==> src/preheat_pkg.sv <==
//====================
// preheat package
// Shared sizes, word types, layer codes and FSM states for the ifmap preheat stage.
//====================
package preheat_pkg;

    localparam int NUM_IFMAP_FIFO = 8;   // one fifo per pe row.
    localparam int FIFO_DEPTH     = 16;
    localparam int FIFO_PTR_W     = $clog2(FIFO_DEPTH);
    localparam int FIFO_CNT_W     = FIFO_PTR_W + 1; // needs to hold the full value.
    localparam int IFMAP_DATA_W   = 16;
    localparam int POP_CNT_W      = 5;
    localparam int LAYER_TYPE_W   = 2;

    // depthwise rows are handled in groups of this many fifos.
    localparam int DW_GROUP_SIZE  = 3;

    typedef logic [IFMAP_DATA_W-1:0] ifmap_data_t;
    typedef logic [POP_CNT_W-1:0]    pop_cnt_t;
    typedef logic [LAYER_TYPE_W-1:0] layer_type_t;

    localparam layer_type_t LAYER_PW = 2'd0; // pointwise.
    localparam layer_type_t LAYER_DW = 2'd1; // depthwise.

    typedef enum logic [1:0] {
        IDLE,
        WAIT_DONE,
        DONE
    } preheat_state_e;

endpackage
==> src/preheat_top.sv <==
//====================
// preheat top
// Ifmap fifo bank with the controller that pushes first operands into the pe rows.
//====================
`timescale 1ns/10ps

module preheat_top (
    input  logic                                   clk,
    input  logic                                   rst_n,
    input  logic                                   start_preheat_i,
    input  preheat_pkg::layer_type_t               layer_type_i,
    input  logic [preheat_pkg::NUM_IFMAP_FIFO-1:0] push_i,
    input  preheat_pkg::ifmap_data_t               push_data_i [preheat_pkg::NUM_IFMAP_FIFO],
    output logic [preheat_pkg::NUM_IFMAP_FIFO-1:0] full_o,
    output logic [preheat_pkg::NUM_IFMAP_FIFO-1:0] pe_valid_o,
    output preheat_pkg::ifmap_data_t               pe_data_o [preheat_pkg::NUM_IFMAP_FIFO],
    output logic                                   preheat_done_o
);

    import preheat_pkg::*;

    logic                      load;
    logic                      need_pop;
    logic                      all_done;
    logic [NUM_IFMAP_FIFO-1:0] pop;
    logic [NUM_IFMAP_FIFO-1:0] fifo_empty;

    preheat_fsm u_fsm (
        .clk             (clk),
        .rst_n           (rst_n),
        .start_preheat_i (start_preheat_i),
        .all_done_i      (all_done),
        .load_o          (load),
        .need_pop_o      (need_pop),
        .preheat_done_o  (preheat_done_o)
    );

    // the counters latch the layer type on the same edge the fsm leaves idle.
    pop_count_bank u_cnt_bank (
        .clk          (clk),
        .rst_n        (rst_n),
        .load_i       (load),
        .layer_type_i (layer_type_i),
        .need_pop_i   (need_pop),
        .fifo_empty_i (fifo_empty),
        .pop_o        (pop),
        .all_done_o   (all_done)
    );

    for (genvar k = 0; k < NUM_IFMAP_FIFO; k++) begin : g_fifo
        ifmap_fifo u_fifo (
            .clk         (clk),
            .rst_n       (rst_n),
            .push_i      (push_i[k]),
            .push_data_i (push_data_i[k]),
            .pop_i       (pop[k]),
            .empty_o     (fifo_empty[k]),
            .full_o      (full_o[k]),
            .pe_valid_o  (pe_valid_o[k]),
            .pe_data_o   (pe_data_o[k])
        );
    end

endmodule

==> src/ifmap_fifo.sv <==
//====================
// ifmap fifo
// Circular buffer filled from l2 and drained into one pe row through a register.
//====================
`timescale 1ns/10ps

module ifmap_fifo (
    input  logic                     clk,
    input  logic                     rst_n,
    input  logic                     push_i,
    input  preheat_pkg::ifmap_data_t push_data_i,
    input  logic                     pop_i,
    output logic                     empty_o,
    output logic                     full_o,
    output logic                     pe_valid_o,
    output preheat_pkg::ifmap_data_t pe_data_o
);

    import preheat_pkg::*;

    ifmap_data_t           mem [FIFO_DEPTH];
    logic [FIFO_PTR_W-1:0] wr_ptr_q;
    logic [FIFO_PTR_W-1:0] rd_ptr_q;
    logic [FIFO_CNT_W-1:0] fill_q;
    logic                  push_ok;
    logic                  pop_ok;

    assign empty_o = (fill_q == '0);
    assign full_o  = (fill_q == FIFO_CNT_W'(FIFO_DEPTH));

    assign push_ok = push_i && !full_o;   // pushes into a full fifo are lost.
    assign pop_ok  = pop_i && !empty_o;

    always_ff @(posedge clk) begin
        if (push_ok) begin
            mem[wr_ptr_q] <= push_data_i;
        end
    end

    always_ff @(posedge clk or negedge rst_n) begin
        if (!rst_n) begin
            wr_ptr_q <= '0;
            rd_ptr_q <= '0;
            fill_q   <= '0;
        end else begin
            // the depth is a power of two, so the pointers wrap by themselves.
            if (push_ok) begin
                wr_ptr_q <= wr_ptr_q + 1'b1;
            end
            if (pop_ok) begin
                rd_ptr_q <= rd_ptr_q + 1'b1;
            end
            case ({push_ok, pop_ok})
                2'b10:   fill_q <= fill_q + 1'b1;
                2'b01:   fill_q <= fill_q - 1'b1;
                default: fill_q <= fill_q;   // both or neither leave the level alone.
            endcase
        end
    end

    always_ff @(posedge clk or negedge rst_n) begin
        if (!rst_n) begin
            pe_valid_o <= 1'b0;
        end else begin
            pe_valid_o <= pop_ok;
        end
    end

    // the word under the read pointer goes to the pe row one cycle after the pop.
    always_ff @(posedge clk) begin
        if (pop_ok) begin
            pe_data_o <= mem[rd_ptr_q];
        end
    end

endmodule

==> src/pop_count_bank.sv <==
//====================
// pop count bank
// Per-fifo down-counters of remaining preheat pops, with the pop strobes.
//====================
`timescale 1ns/10ps

module pop_count_bank (
    input  logic                                   clk,
    input  logic                                   rst_n,
    input  logic                                   load_i,
    input  preheat_pkg::layer_type_t               layer_type_i,
    input  logic                                   need_pop_i,
    input  logic [preheat_pkg::NUM_IFMAP_FIFO-1:0] fifo_empty_i,
    output logic [preheat_pkg::NUM_IFMAP_FIFO-1:0] pop_o,
    output logic                                   all_done_o
);

    import preheat_pkg::*;

    pop_cnt_t                  cnt_q [NUM_IFMAP_FIFO];
    logic [NUM_IFMAP_FIFO-1:0] cnt_zero;

    // initial pop count for one fifo under the given layer type.
    function automatic pop_cnt_t init_count(input int unsigned idx, input layer_type_t lt);
        int unsigned grp;
        int unsigned full_rows;
        grp       = idx / DW_GROUP_SIZE;
        full_rows = (NUM_IFMAP_FIFO / DW_GROUP_SIZE) * DW_GROUP_SIZE;
        if (lt == LAYER_PW) begin
            return pop_cnt_t'(1);
        end else if (lt == LAYER_DW && idx < full_rows) begin
            // group g pops three words per group index, counted from one.
            return pop_cnt_t'(DW_GROUP_SIZE * (grp + 1));
        end
        return pop_cnt_t'(0); // unknown codes and leftover rows.
    endfunction

    always_ff @(posedge clk or negedge rst_n) begin
        if (!rst_n) begin
            for (int k = 0; k < NUM_IFMAP_FIFO; k++) begin
                cnt_q[k] <= '0;
            end
        end else begin
            for (int k = 0; k < NUM_IFMAP_FIFO; k++) begin
                if (load_i) begin
                    cnt_q[k] <= init_count(k, layer_type_i);
                end else if (pop_o[k]) begin
                    cnt_q[k] <= cnt_q[k] - 1'b1;
                end
            end
        end
    end

    always_comb begin
        for (int k = 0; k < NUM_IFMAP_FIFO; k++) begin
            cnt_zero[k] = (cnt_q[k] == '0);
            // an empty fifo holds back only its own counter.
            pop_o[k]    = need_pop_i && !cnt_zero[k] && !fifo_empty_i[k];
        end
    end

    assign all_done_o = &cnt_zero;

endmodule

==> src/preheat_fsm.sv <==
//====================
// preheat fsm
// Sequences a preheat from the start strobe to the one-cycle done pulse.
//====================
`timescale 1ns/10ps

module preheat_fsm (
    input  logic clk,
    input  logic rst_n,
    input  logic start_preheat_i,
    input  logic all_done_i,
    output logic load_o,
    output logic need_pop_o,
    output logic preheat_done_o
);

    import preheat_pkg::*;

    preheat_state_e state_q;
    preheat_state_e state_d;

    always_ff @(posedge clk or negedge rst_n) begin
        if (!rst_n) begin
            state_q <= IDLE;
        end else begin
            state_q <= state_d;
        end
    end

    always_comb begin
        state_d = state_q;
        case (state_q)
            IDLE: begin
                if (start_preheat_i) begin
                    state_d = WAIT_DONE;
                end
            end
            WAIT_DONE: begin
                // counts are loaded on the entry edge, so a zero layer leaves at once.
                if (all_done_i) begin
                    state_d = DONE;
                end
            end
            DONE: begin
                state_d = IDLE;   // done is a single-cycle state.
            end
            default: begin
                state_d = IDLE;
            end
        endcase
    end

    // a start seen outside idle is simply ignored.
    assign load_o = (state_q == IDLE) && start_preheat_i;

    assign need_pop_o     = (state_q == WAIT_DONE);
    assign preheat_done_o = (state_q == DONE);

endmodule

==> config.mk <==
export PLATFORM = sky130hd
export DESIGN_NAME = preheat_top
export DESIGN_NICKNAME = d
export VERILOG_FILES = /design/src/preheat_pkg.sv /design/src/preheat_top.sv /design/src/ifmap_fifo.sv /design/src/pop_count_bank.sv /design/src/preheat_fsm.sv
export SDC_FILE = /design/constraint.sdc
export NUM_CORES = 2
export LEC_CHECK = 0
export BUFFER_PORTS_ARGS = -buffer_cell sky130_fd_sc_hd__buf_4
export CELL_PAD_IN_SITES_DETAIL_PLACEMENT = 0
export CELL_PAD_IN_SITES_GLOBAL_PLACEMENT = 1
export CORE_MARGIN = 2
export CORE_UTILIZATION = 59
export DETAILED_ROUTE_END_ITERATION = 7
export GPL_ROUTABILITY_DRIVEN = 0
export PLACE_DENSITY = 0.85
export SYNTH_ARGS = -nofsm -noshare
export SYNTH_HDL_FRONTEND = slang
export SYNTH_HIERARCHICAL = 1
export SYNTH_SLANG_ARGS = --single-unit
==> constraint.sdc <==
create_clock -name clk -period 6.4 [get_ports clk]
set_input_delay 0.32 -clock clk [delete_from_list [all_inputs] [get_ports clk]]
set_output_delay 0.32 -clock clk [all_outputs]
set_load 0.01 [all_outputs]
Yosys cells after proc, flatten, opt, wreduce, memory -nomap -nowiden
Memories as Yosys holds them, arrays and structs flattened. A register that Yosys moved wholly into a read port is not among the register bits.
Cells that the tools add are included.
{"block": "word_totals", "reg_bits": 154, "latch_bits": 0, "ramBits": 2048, "romBits": 0, "wordCells": 267, "n_memories": 8}
{"name": "g_fifo[0].u_fifo.mem", "words": 16, "word_bits": 16, "read_ports": 1, "rd_clocked_by_memory_dff": 1, "write_ports": 1, "line_no": "ifmap_fifo.sv:21", "text": "ifmap_data_t mem [FIFO_DEPTH];"}
{"name": "g_fifo[1].u_fifo.mem", "words": 16, "word_bits": 16, "read_ports": 1, "rd_clocked_by_memory_dff": 1, "write_ports": 1, "line_no": "ifmap_fifo.sv:21"}
{"name": "g_fifo[2].u_fifo.mem", "words": 16, "word_bits": 16, "read_ports": 1, "rd_clocked_by_memory_dff": 1, "write_ports": 1, "line_no": "ifmap_fifo.sv:21"}
{"name": "g_fifo[3].u_fifo.mem", "words": 16, "word_bits": 16, "read_ports": 1, "rd_clocked_by_memory_dff": 1, "write_ports": 1, "line_no": "ifmap_fifo.sv:21"}
{"name": "g_fifo[4].u_fifo.mem", "words": 16, "word_bits": 16, "read_ports": 1, "rd_clocked_by_memory_dff": 1, "write_ports": 1, "line_no": "ifmap_fifo.sv:21"}
{"name": "g_fifo[5].u_fifo.mem", "words": 16, "word_bits": 16, "read_ports": 1, "rd_clocked_by_memory_dff": 1, "write_ports": 1, "line_no": "ifmap_fifo.sv:21"}
{"name": "2 more memories"}
{"block": "op_classes", "addsub": 40, "mul": 0, "div_mod_pow": 0, "order_cmp": 0, "eq_ne": 29, "shift": 0, "muxes": 56, "n_bitwise": 0, "reduce_logical": 93}
{"operator": "5-bit 2-to-1 mux", "n": 24}
{"operator": "5-bit logical NOT", "n": 16}
{"operator": "5-bit case mux with 2 select lines", "n": 8}
{"operator": "5-bit by 1-bit subtractor with 5-bit output (second input constant)", "n": 16}
{"operator": "4-bit by 1-bit adder with 4-bit output (second input constant)", "n": 16}
{"operator": "5-bit by 1-bit adder with 5-bit output (second input constant)", "n": 8}
{"operator": "5-bit equality test (second input constant)", "n": 8}
{"operator": "1-bit logical AND", "n": 33}
{"operator": "2-bit nonzero test", "n": 16}
{"operator": "1-bit logical NOT", "n": 24}
{"operator": "1-bit 2-to-1 mux", "n": 21}
{"operator": "2-bit by 1-bit equality test with 1-bit output (second input constant)", "n": 10}
{"operator": "2-bit equality test (second input constant)", "n": 9}
{"operator": "8-bit AND reduction", "n": 1}
{"operator": "2-bit logical NOT", "n": 2}
{"operator": "2-bit 2-to-1 mux", "n": 2}
{"operator": "2-bit inequality test (second input constant)", "n": 2}
{"operator": "2-bit case mux with 2 select lines", "n": 1}
{"operator": "2-bit AND reduction", "n": 1}

Logic depth before layout (Yosys ltp)
{"block": "depth", "word_depth": 7, "ltp_mapped": 15, "ltp_nobuf": 13}

By module
Netlist, hierarchy kept.
{"mod": "ifmap_fifo", "instances": 8, "cells_per_inst": 572, "area_per_inst_um2": 11400.9, "seq_area_each_um2": 8518.2}
{"mod": "pop_count_bank", "instances": 1, "cells_per_inst": 236, "area_per_inst_um2": 2278.4, "seq_area_each_um2": 1001.0}
{"mod": "preheat_fsm", "instances": 1, "cells_per_inst": 9, "area_per_inst_um2": 101.3, "seq_area_each_um2": 50.0}

Worst setup path after synthesis
No wires, ideal clock.
{"block": "synth_timing", "path_kind": "flip-flop to flip-flop", "from": "register g_fifo[7].u_fifo.fill_q[1]", "to": "register g_fifo[7].u_fifo.fill_q[4]", "arrival_time_ns": 2.938, "setup_slack_ns": 3.340, "stages_incl_launch_ff": 15, "path_buffers": 2, "period_less_slack_ns": 3.060, "path_cell_list": "dfrtp_1 -> nor4_2 -> and2b_1 -> nand2b_1 -> clkbuf_1 -> nor2_1 -> nor2b_1 -> buf_2 -> ha_1 -> ha_1 -> nor2b_1 -> o21ai_1 -> a21oi_1 -> or3b_1 -> xnor2_1"}
{"block": "synth_via", "elab_chain_cells": 6, "word_cells_on_any_way": 13, "classes_between": "add/sub (2); eq/ne (3); mux (1); reduce/logical (7)"}
{"element": "from (decl)", "line_no": "ifmap_fifo.sv:24", "text": "logic [FIFO_CNT_W-1:0] fill_q;"}
{"element": "from (signal assigned)", "line_no": "ifmap_fifo.sv:54", "text": "2'b10: fill_q <= fill_q + 1'b1;"}
{"element": "from (signal assigned)", "line_no": "ifmap_fifo.sv:55", "text": "2'b01: fill_q <= fill_q - 1'b1;"}
{"element": "from (signal assigned)", "line_no": "ifmap_fifo.sv:56", "text": "default: fill_q <= fill_q;"}
{"element": "5-bit logical NOT *", "line_no": "ifmap_fifo.sv:28", "text": "assign empty_o = (fill_q == '0);"}
{"element": "net fifo_empty[7]", "line_no": "preheat_top.sv:26", "text": "logic [NUM_IFMAP_FIFO-1:0] fifo_empty;"}
{"element": "1-bit logical NOT *", "line_no": "pop_count_bank.sv:58", "text": "pop_o[k] = need_pop_i && !cnt_zero[k] && !fifo_empty_i[k];"}
{"element": "1-bit logical AND *", "line_no": "pop_count_bank.sv:58"}
{"element": "net pop[7]", "line_no": "preheat_top.sv:25", "text": "logic [NUM_IFMAP_FIFO-1:0] pop;"}
{"element": "1-bit logical AND *", "line_no": "ifmap_fifo.sv:32", "text": "assign pop_ok = pop_i && !empty_o;"}
{"element": "net g_fifo[7].u_fifo.pop_ok", "line_no": "ifmap_fifo.sv:26", "text": "logic pop_ok;"}
{"element": "2-bit by 1-bit equality test with 1-bit output / 2-bit equality test (equally long branches)", "line_no": "ifmap_fifo.sv:53", "text": "case ({push_ok, pop_ok})"}
{"element": "5-bit case mux with 2 select lines / 2-bit nonzero test (equally long branches)"}
Mark *: on every way through the listed nets, which the timed path passes. The rest lies on a longest branch.
A chain may end at the register's enable or synchronous reset.

Worst setup path after layout
{"block": "layout_timing", "from": "register u_fsm.state_q[0]", "to": "register g_fifo[0].u_fifo.fill_q[4]"}
{"block": "layout_via", "elab_chain_cells": 6, "word_cells_on_any_way": 8, "classes_between": "eq/ne (3); mux (1); reduce/logical (4)"}
{"element": "from (decl)", "line_no": "preheat_fsm.sv:19", "text": "preheat_state_e state_q;"}
{"element": "from (signal assigned)", "line_no": "preheat_fsm.sv:26", "text": "state_q <= state_d;"}
{"element": "2-bit by 1-bit equality test with 1-bit output *", "line_no": "preheat_fsm.sv:56", "text": "assign need_pop_o = (state_q == WAIT_DONE);"}
{"element": "net need_pop", "line_no": "preheat_top.sv:23", "text": "logic need_pop;"}
{"element": "1-bit logical AND * (2 in series)", "line_no": "pop_count_bank.sv:58"}
{"element": "net pop[0]", "line_no": "preheat_top.sv:25"}
{"element": "1-bit logical AND *", "line_no": "ifmap_fifo.sv:32"}
{"element": "2-bit by 1-bit equality test with 1-bit output / 2-bit equality test (equally long branches)", "line_no": "ifmap_fifo.sv:53"}
{"element": "5-bit case mux with 2 select lines / 2-bit nonzero test (equally long branches)"}
{"element": "to (signal assigned)", "line_no": "ifmap_fifo.sv:54"}
{"element": "to (signal assigned)", "line_no": "ifmap_fifo.sv:55"}
{"element": "to (signal assigned)", "line_no": "ifmap_fifo.sv:56"}
{"element": "to (decl)", "line_no": "ifmap_fifo.sv:24"}
Marked as above.

==> results.toml <==
[timing]
hold_viol = 0
setup_viol = 0
period_minus_slack_ns = 3.91
min_period_over_period_pct = 61.1
skew_ns = 0.0619
maxSlewViolCount = 0
tns_ns = 0
timing.slew.headroom_pct = 14.5
worst_pin_slew_ns = 1.28
rsz0062_at_grt = "false"
timing.fmax_ghz = 0.256

[synth]
synth-seq-area-share_pct = 73.9
synth-main-ff-cell = "edfxtp_1"
syn_inst = 4821
ys_warn_count = 6
synth_edf_count = 2176
async_reset_ff_share_pct = 6.61
synth_xor_area_share_pct = 0.749
synth.distinct_cells = 57
syn_nets = 5050
synth_top_family_by_area = "multiplexers"
muxShareOfSynthArea_pct = 11.9
synth_fa_ha_area_share_pct = 1.24
yosys.area_share.simple_pct = 2.94
syn_area_mm2 = 0.0936
synth_compound_area_share_pct = 6.47
syn_area_per_cell_um2 = 19.4
ys_seq_elements = 2330

[route]
routedWlPerCell_um = 25.9
firstDrtPassIters = 6
vias = 46800
drcViolationCount = 0
drt-initial-drc-count = 4417
ant_nets = 0
routed_wl_um = 198000
drt-vias-per-instance = 6.12

[die]
io_pins = 286
start_util_pct = 59.2
die_area_mm2 = 0.162
core.rowCount = 146
die_w_um = 402
die_h_um = 402
core_area_mm2 = 0.158

[worst_setup_path]
critPathMaxFanout = 22
required_ns = 7.08
crit_chain = "nor2b_4 > nand2b_1 > nor2_1 > nor2b_4 > ha_1 > inv_1 > fa_1 > nor2b_1 > o21ai_1 > nand3_1 > or3b_1 > xnor2_1"
path_delay_family = "simple AND/OR/NAND/NOR gates"
cp-start-kind = "register"
arrival_ns = 4.59
worst-path-buf-inv = 1
crit_path_frequent_cell = "nor2b_4"
end_kind = "register"
crit_path_max_incr_delay_ns = 0.86
slowest_stage = "nor2b_4"
path_class = "register to register"

[clocking]
htreeDepth = 4
ctsResizeCount = 0
clockBufferDepth = 3
cts_sinks = 2330
clock_latency_ns = 0.84
root_buffer = "clkbuf_16"
path_clk_slew_ns = 0.06
cts_buffers = 224
cts_tree = "yes"

[final_layout]
drive_above_1_share_pct = 25.1
fin_area_mm2 = 0.106
instances_no_fill = 7638
areaGrowthSynthToFinish_pct = 13.6
nets = 5596
n_fill_cell = 9890

[run]
maxCapViolCount = 0

[grt]
grt_pass1_wl_um = 297000
grt_pass1_vias = 47700
grt_max_degree = 57
grt_antenna_before_repair = 20
grt_util_all_layers_pct = 24.4
grt_overflow = 0

[pwr]
powerDensity_mw_per_mm2 = 460
leakage_uw = 0.0372
peakVddDrop_mv = 0.322

[placement]
dp_hpwl_um = 114000
placed_cell_area_mm2 = 0.0977
io_buffer_count = 285
placed_cells = 7075

[hold_path]
min_path_type = "primary input to async pin"

[outcome]
status = "finished clean"
## worst register-to-register path, stage by stage (launching register included)
cell and delay (ns):
dfrtp_1 0.41, nor2b_4 0.44, nand2b_1 0.23, nor2_1 0.15, nor2b_4 0.86, ha_1 0.39, inv_1 0.10, fa_1 0.41
nor2b_1 0.14, o21ai_1 0.09, nand3_1 0.08, or3b_1 0.36, xnor2_1 0.14
## power breakdown
| part | switching, µW | internal, µW |
|---|---|---|
| Sequential | 1750 | 19400 |
| Combinational | 8510 | 6370 |
| Clock | 5510 | 7350 |
## path summary, 6_finish.rpt
kind	startpoint	end	slack, ns	cells after the start
worst max register to register	u_fsm/state_q[0]$_DFFE_PN0P_	g_fifo[0].u_fifo/fill_q[4]$_DFFE_PN0P_	2.49	12
worst min-delay path	rst_n	g_fifo[6].u_fifo/rd_ptr_q[0]$_DFFE_PN0P_	0.03	2
min in group clk	push_i[1]	g_fifo[1].u_fifo/wr_ptr_q[1]$_DFFE_PN0P_	0.07	3
max in group asynchronous	rst_n	g_fifo[3].u_fifo/rd_ptr_q[0]$_DFFE_PN0P_	5.00	3
worst max-delay path	u_fsm/state_q[0]$_DFFE_PN0P_	g_fifo[0].u_fifo/fill_q[4]$_DFFE_PN0P_	2.49	12
worst min register to register	g_fifo[0].u_fifo/fill_q[4]$_DFFE_PN0P_	g_fifo[0].u_fifo/fill_q[4]$_DFFE_PN0P_	0.49	1
## area by class of cell
cell class,count,area [µm²],share of cell area (%)
Antenna cell,7,17.5,0.0165
Clock buffer,290,5970,5.62
Clock inverter,128,1250,1.17
Inverter,97,364,0.343
Multi-Input combinational cell,2122,22100,20.8
Sequential cell,2330,69200,65.1
Tap cell,2072,2590,2.44
Timing Repair Buffer,592,4800,4.51
## cells by family after synthesis
family,after synthesis
XOR/XNOR,80
flip-flops,2330
multiplexers,784
adder cells (fa/ha/maj),88
AND/OR/NAND/NOR,528
AO/OA/AOI/OAI,642
buffers and inverters,369
## sequential cells by signal, indices dropped and copies added, names as in the netlist
name,flops
g_fifo.u_fifo/mem,2048
g_fifo.u_fifo/wr_ptr_q,32
g_fifo.u_fifo/rd_ptr_q,32
g_fifo.u_fifo/pe_data_o,128
g_fifo.u_fifo/pe_valid_o,8
g_fifo.u_fifo/fill_q,40
u_cnt_bank/cnt_q,40
u_fsm/state_q,2
## what timing repair did
item                                    4_1_cts  5_1_grt
setup buffers                                 0        0
endpoints found under the hold margin      2105        0
endpoints found under the setup margin        0        0
hold buffers                                138        0
## through the flow
stage	utilization (%)	total power [µW]	hold WS (ns)	setup WS [ns]
2_1_floorplan	-	32300	0.0244	3.34
3_3_place_gp	61.8	35800	0.310	2.54
3_5_place_dp	61.8	36200	0.313	2.45
4_1_cts	67.3	49200	0.000704	2.43
5_1_grt	67.3	51200	0.0258	2.23
6_report	67.3	48900	0.0267	2.49
## Yosys cell counts, types with 5 or more instances
master | number | area, µm²
o21ai_1 | 16 | 80.1
inv_1 | 89 | 334
a21o_1 | 8 | 60.1
or3_1 | 17 | 106
buf_12 | 16 | 320
clkbuf_1 | 52 | 195
nand2_1 | 201 | 754
dfrtp_1 | 154 | 3850
a31oi_1 | 9 | 56.3
nor3_1 | 35 | 175
nand2_2 | 8 | 50.1
nor4b_2 | 8 | 120
buf_1 | 18 | 67.6
a21oi_1 | 41 | 205
or3b_1 | 8 | 70.1
fa_1 | 8 | 160
buf_2 | 41 | 205
xor2_1 | 24 | 210
and2b_1 | 8 | 60.1
mux4_2 | 256 | 5770
edfxtp_1 | 2176 | 65300
nand3_1 | 16 | 80.1
a22oi_1 | 128 | 961
buf_8 | 16 | 240
mux2_4 | 8 | 120
nor4_2 | 8 | 100
a221oi_2 | 232 | 3480
and2_1 | 9 | 56.3
o21ai_0 | 163 | 816
and2_4 | 8 | 70.1
or4_1 | 13 | 97.6
nand4_1 | 10 | 62.6
clkinv_1 | 8 | 30.0
nor2b_1 | 20 | 125
buf_6 | 72 | 811
nand2b_1 | 27 | 169
xnor2_1 | 56 | 490
mux2i_1 | 520 | 5200
buf_4 | 57 | 428
ha_1 | 80 | 1000
nor2b_4 | 9 | 124
o311a_1 | 5 | 50.1
a221oi_1 | 24 | 210
nor2_1 | 110 | 413
## placed cells by master, fill, tap and decap left out, types with 73 or more instances in the layout
cell type and count:
nor2_1 73, a221oi_2 232, o21ai_0 163, dfrtp_1 146, a22oi_1 128, mux2i_1 520
inv_1 89, edfxtp_1 2176, nand2_1 201, dlygate4sd3_1 138, mux4_2 256, ha_1 80
clkbuf_16 225, buf_4 453
## per-layer routing
layer | vias up | routed length, µm | track usage (%)
met5 | - | 151 | 0
met4 | 22 | 5070 | 7.06
met3 | 333 | 15500 | 5.29
met2 | 1812 | 96300 | 39.2
met1 | 24000 | 80600 | 34.1
li1 | 20600 | - | -
No activity file was read; power rests on OpenSTA's default activity.
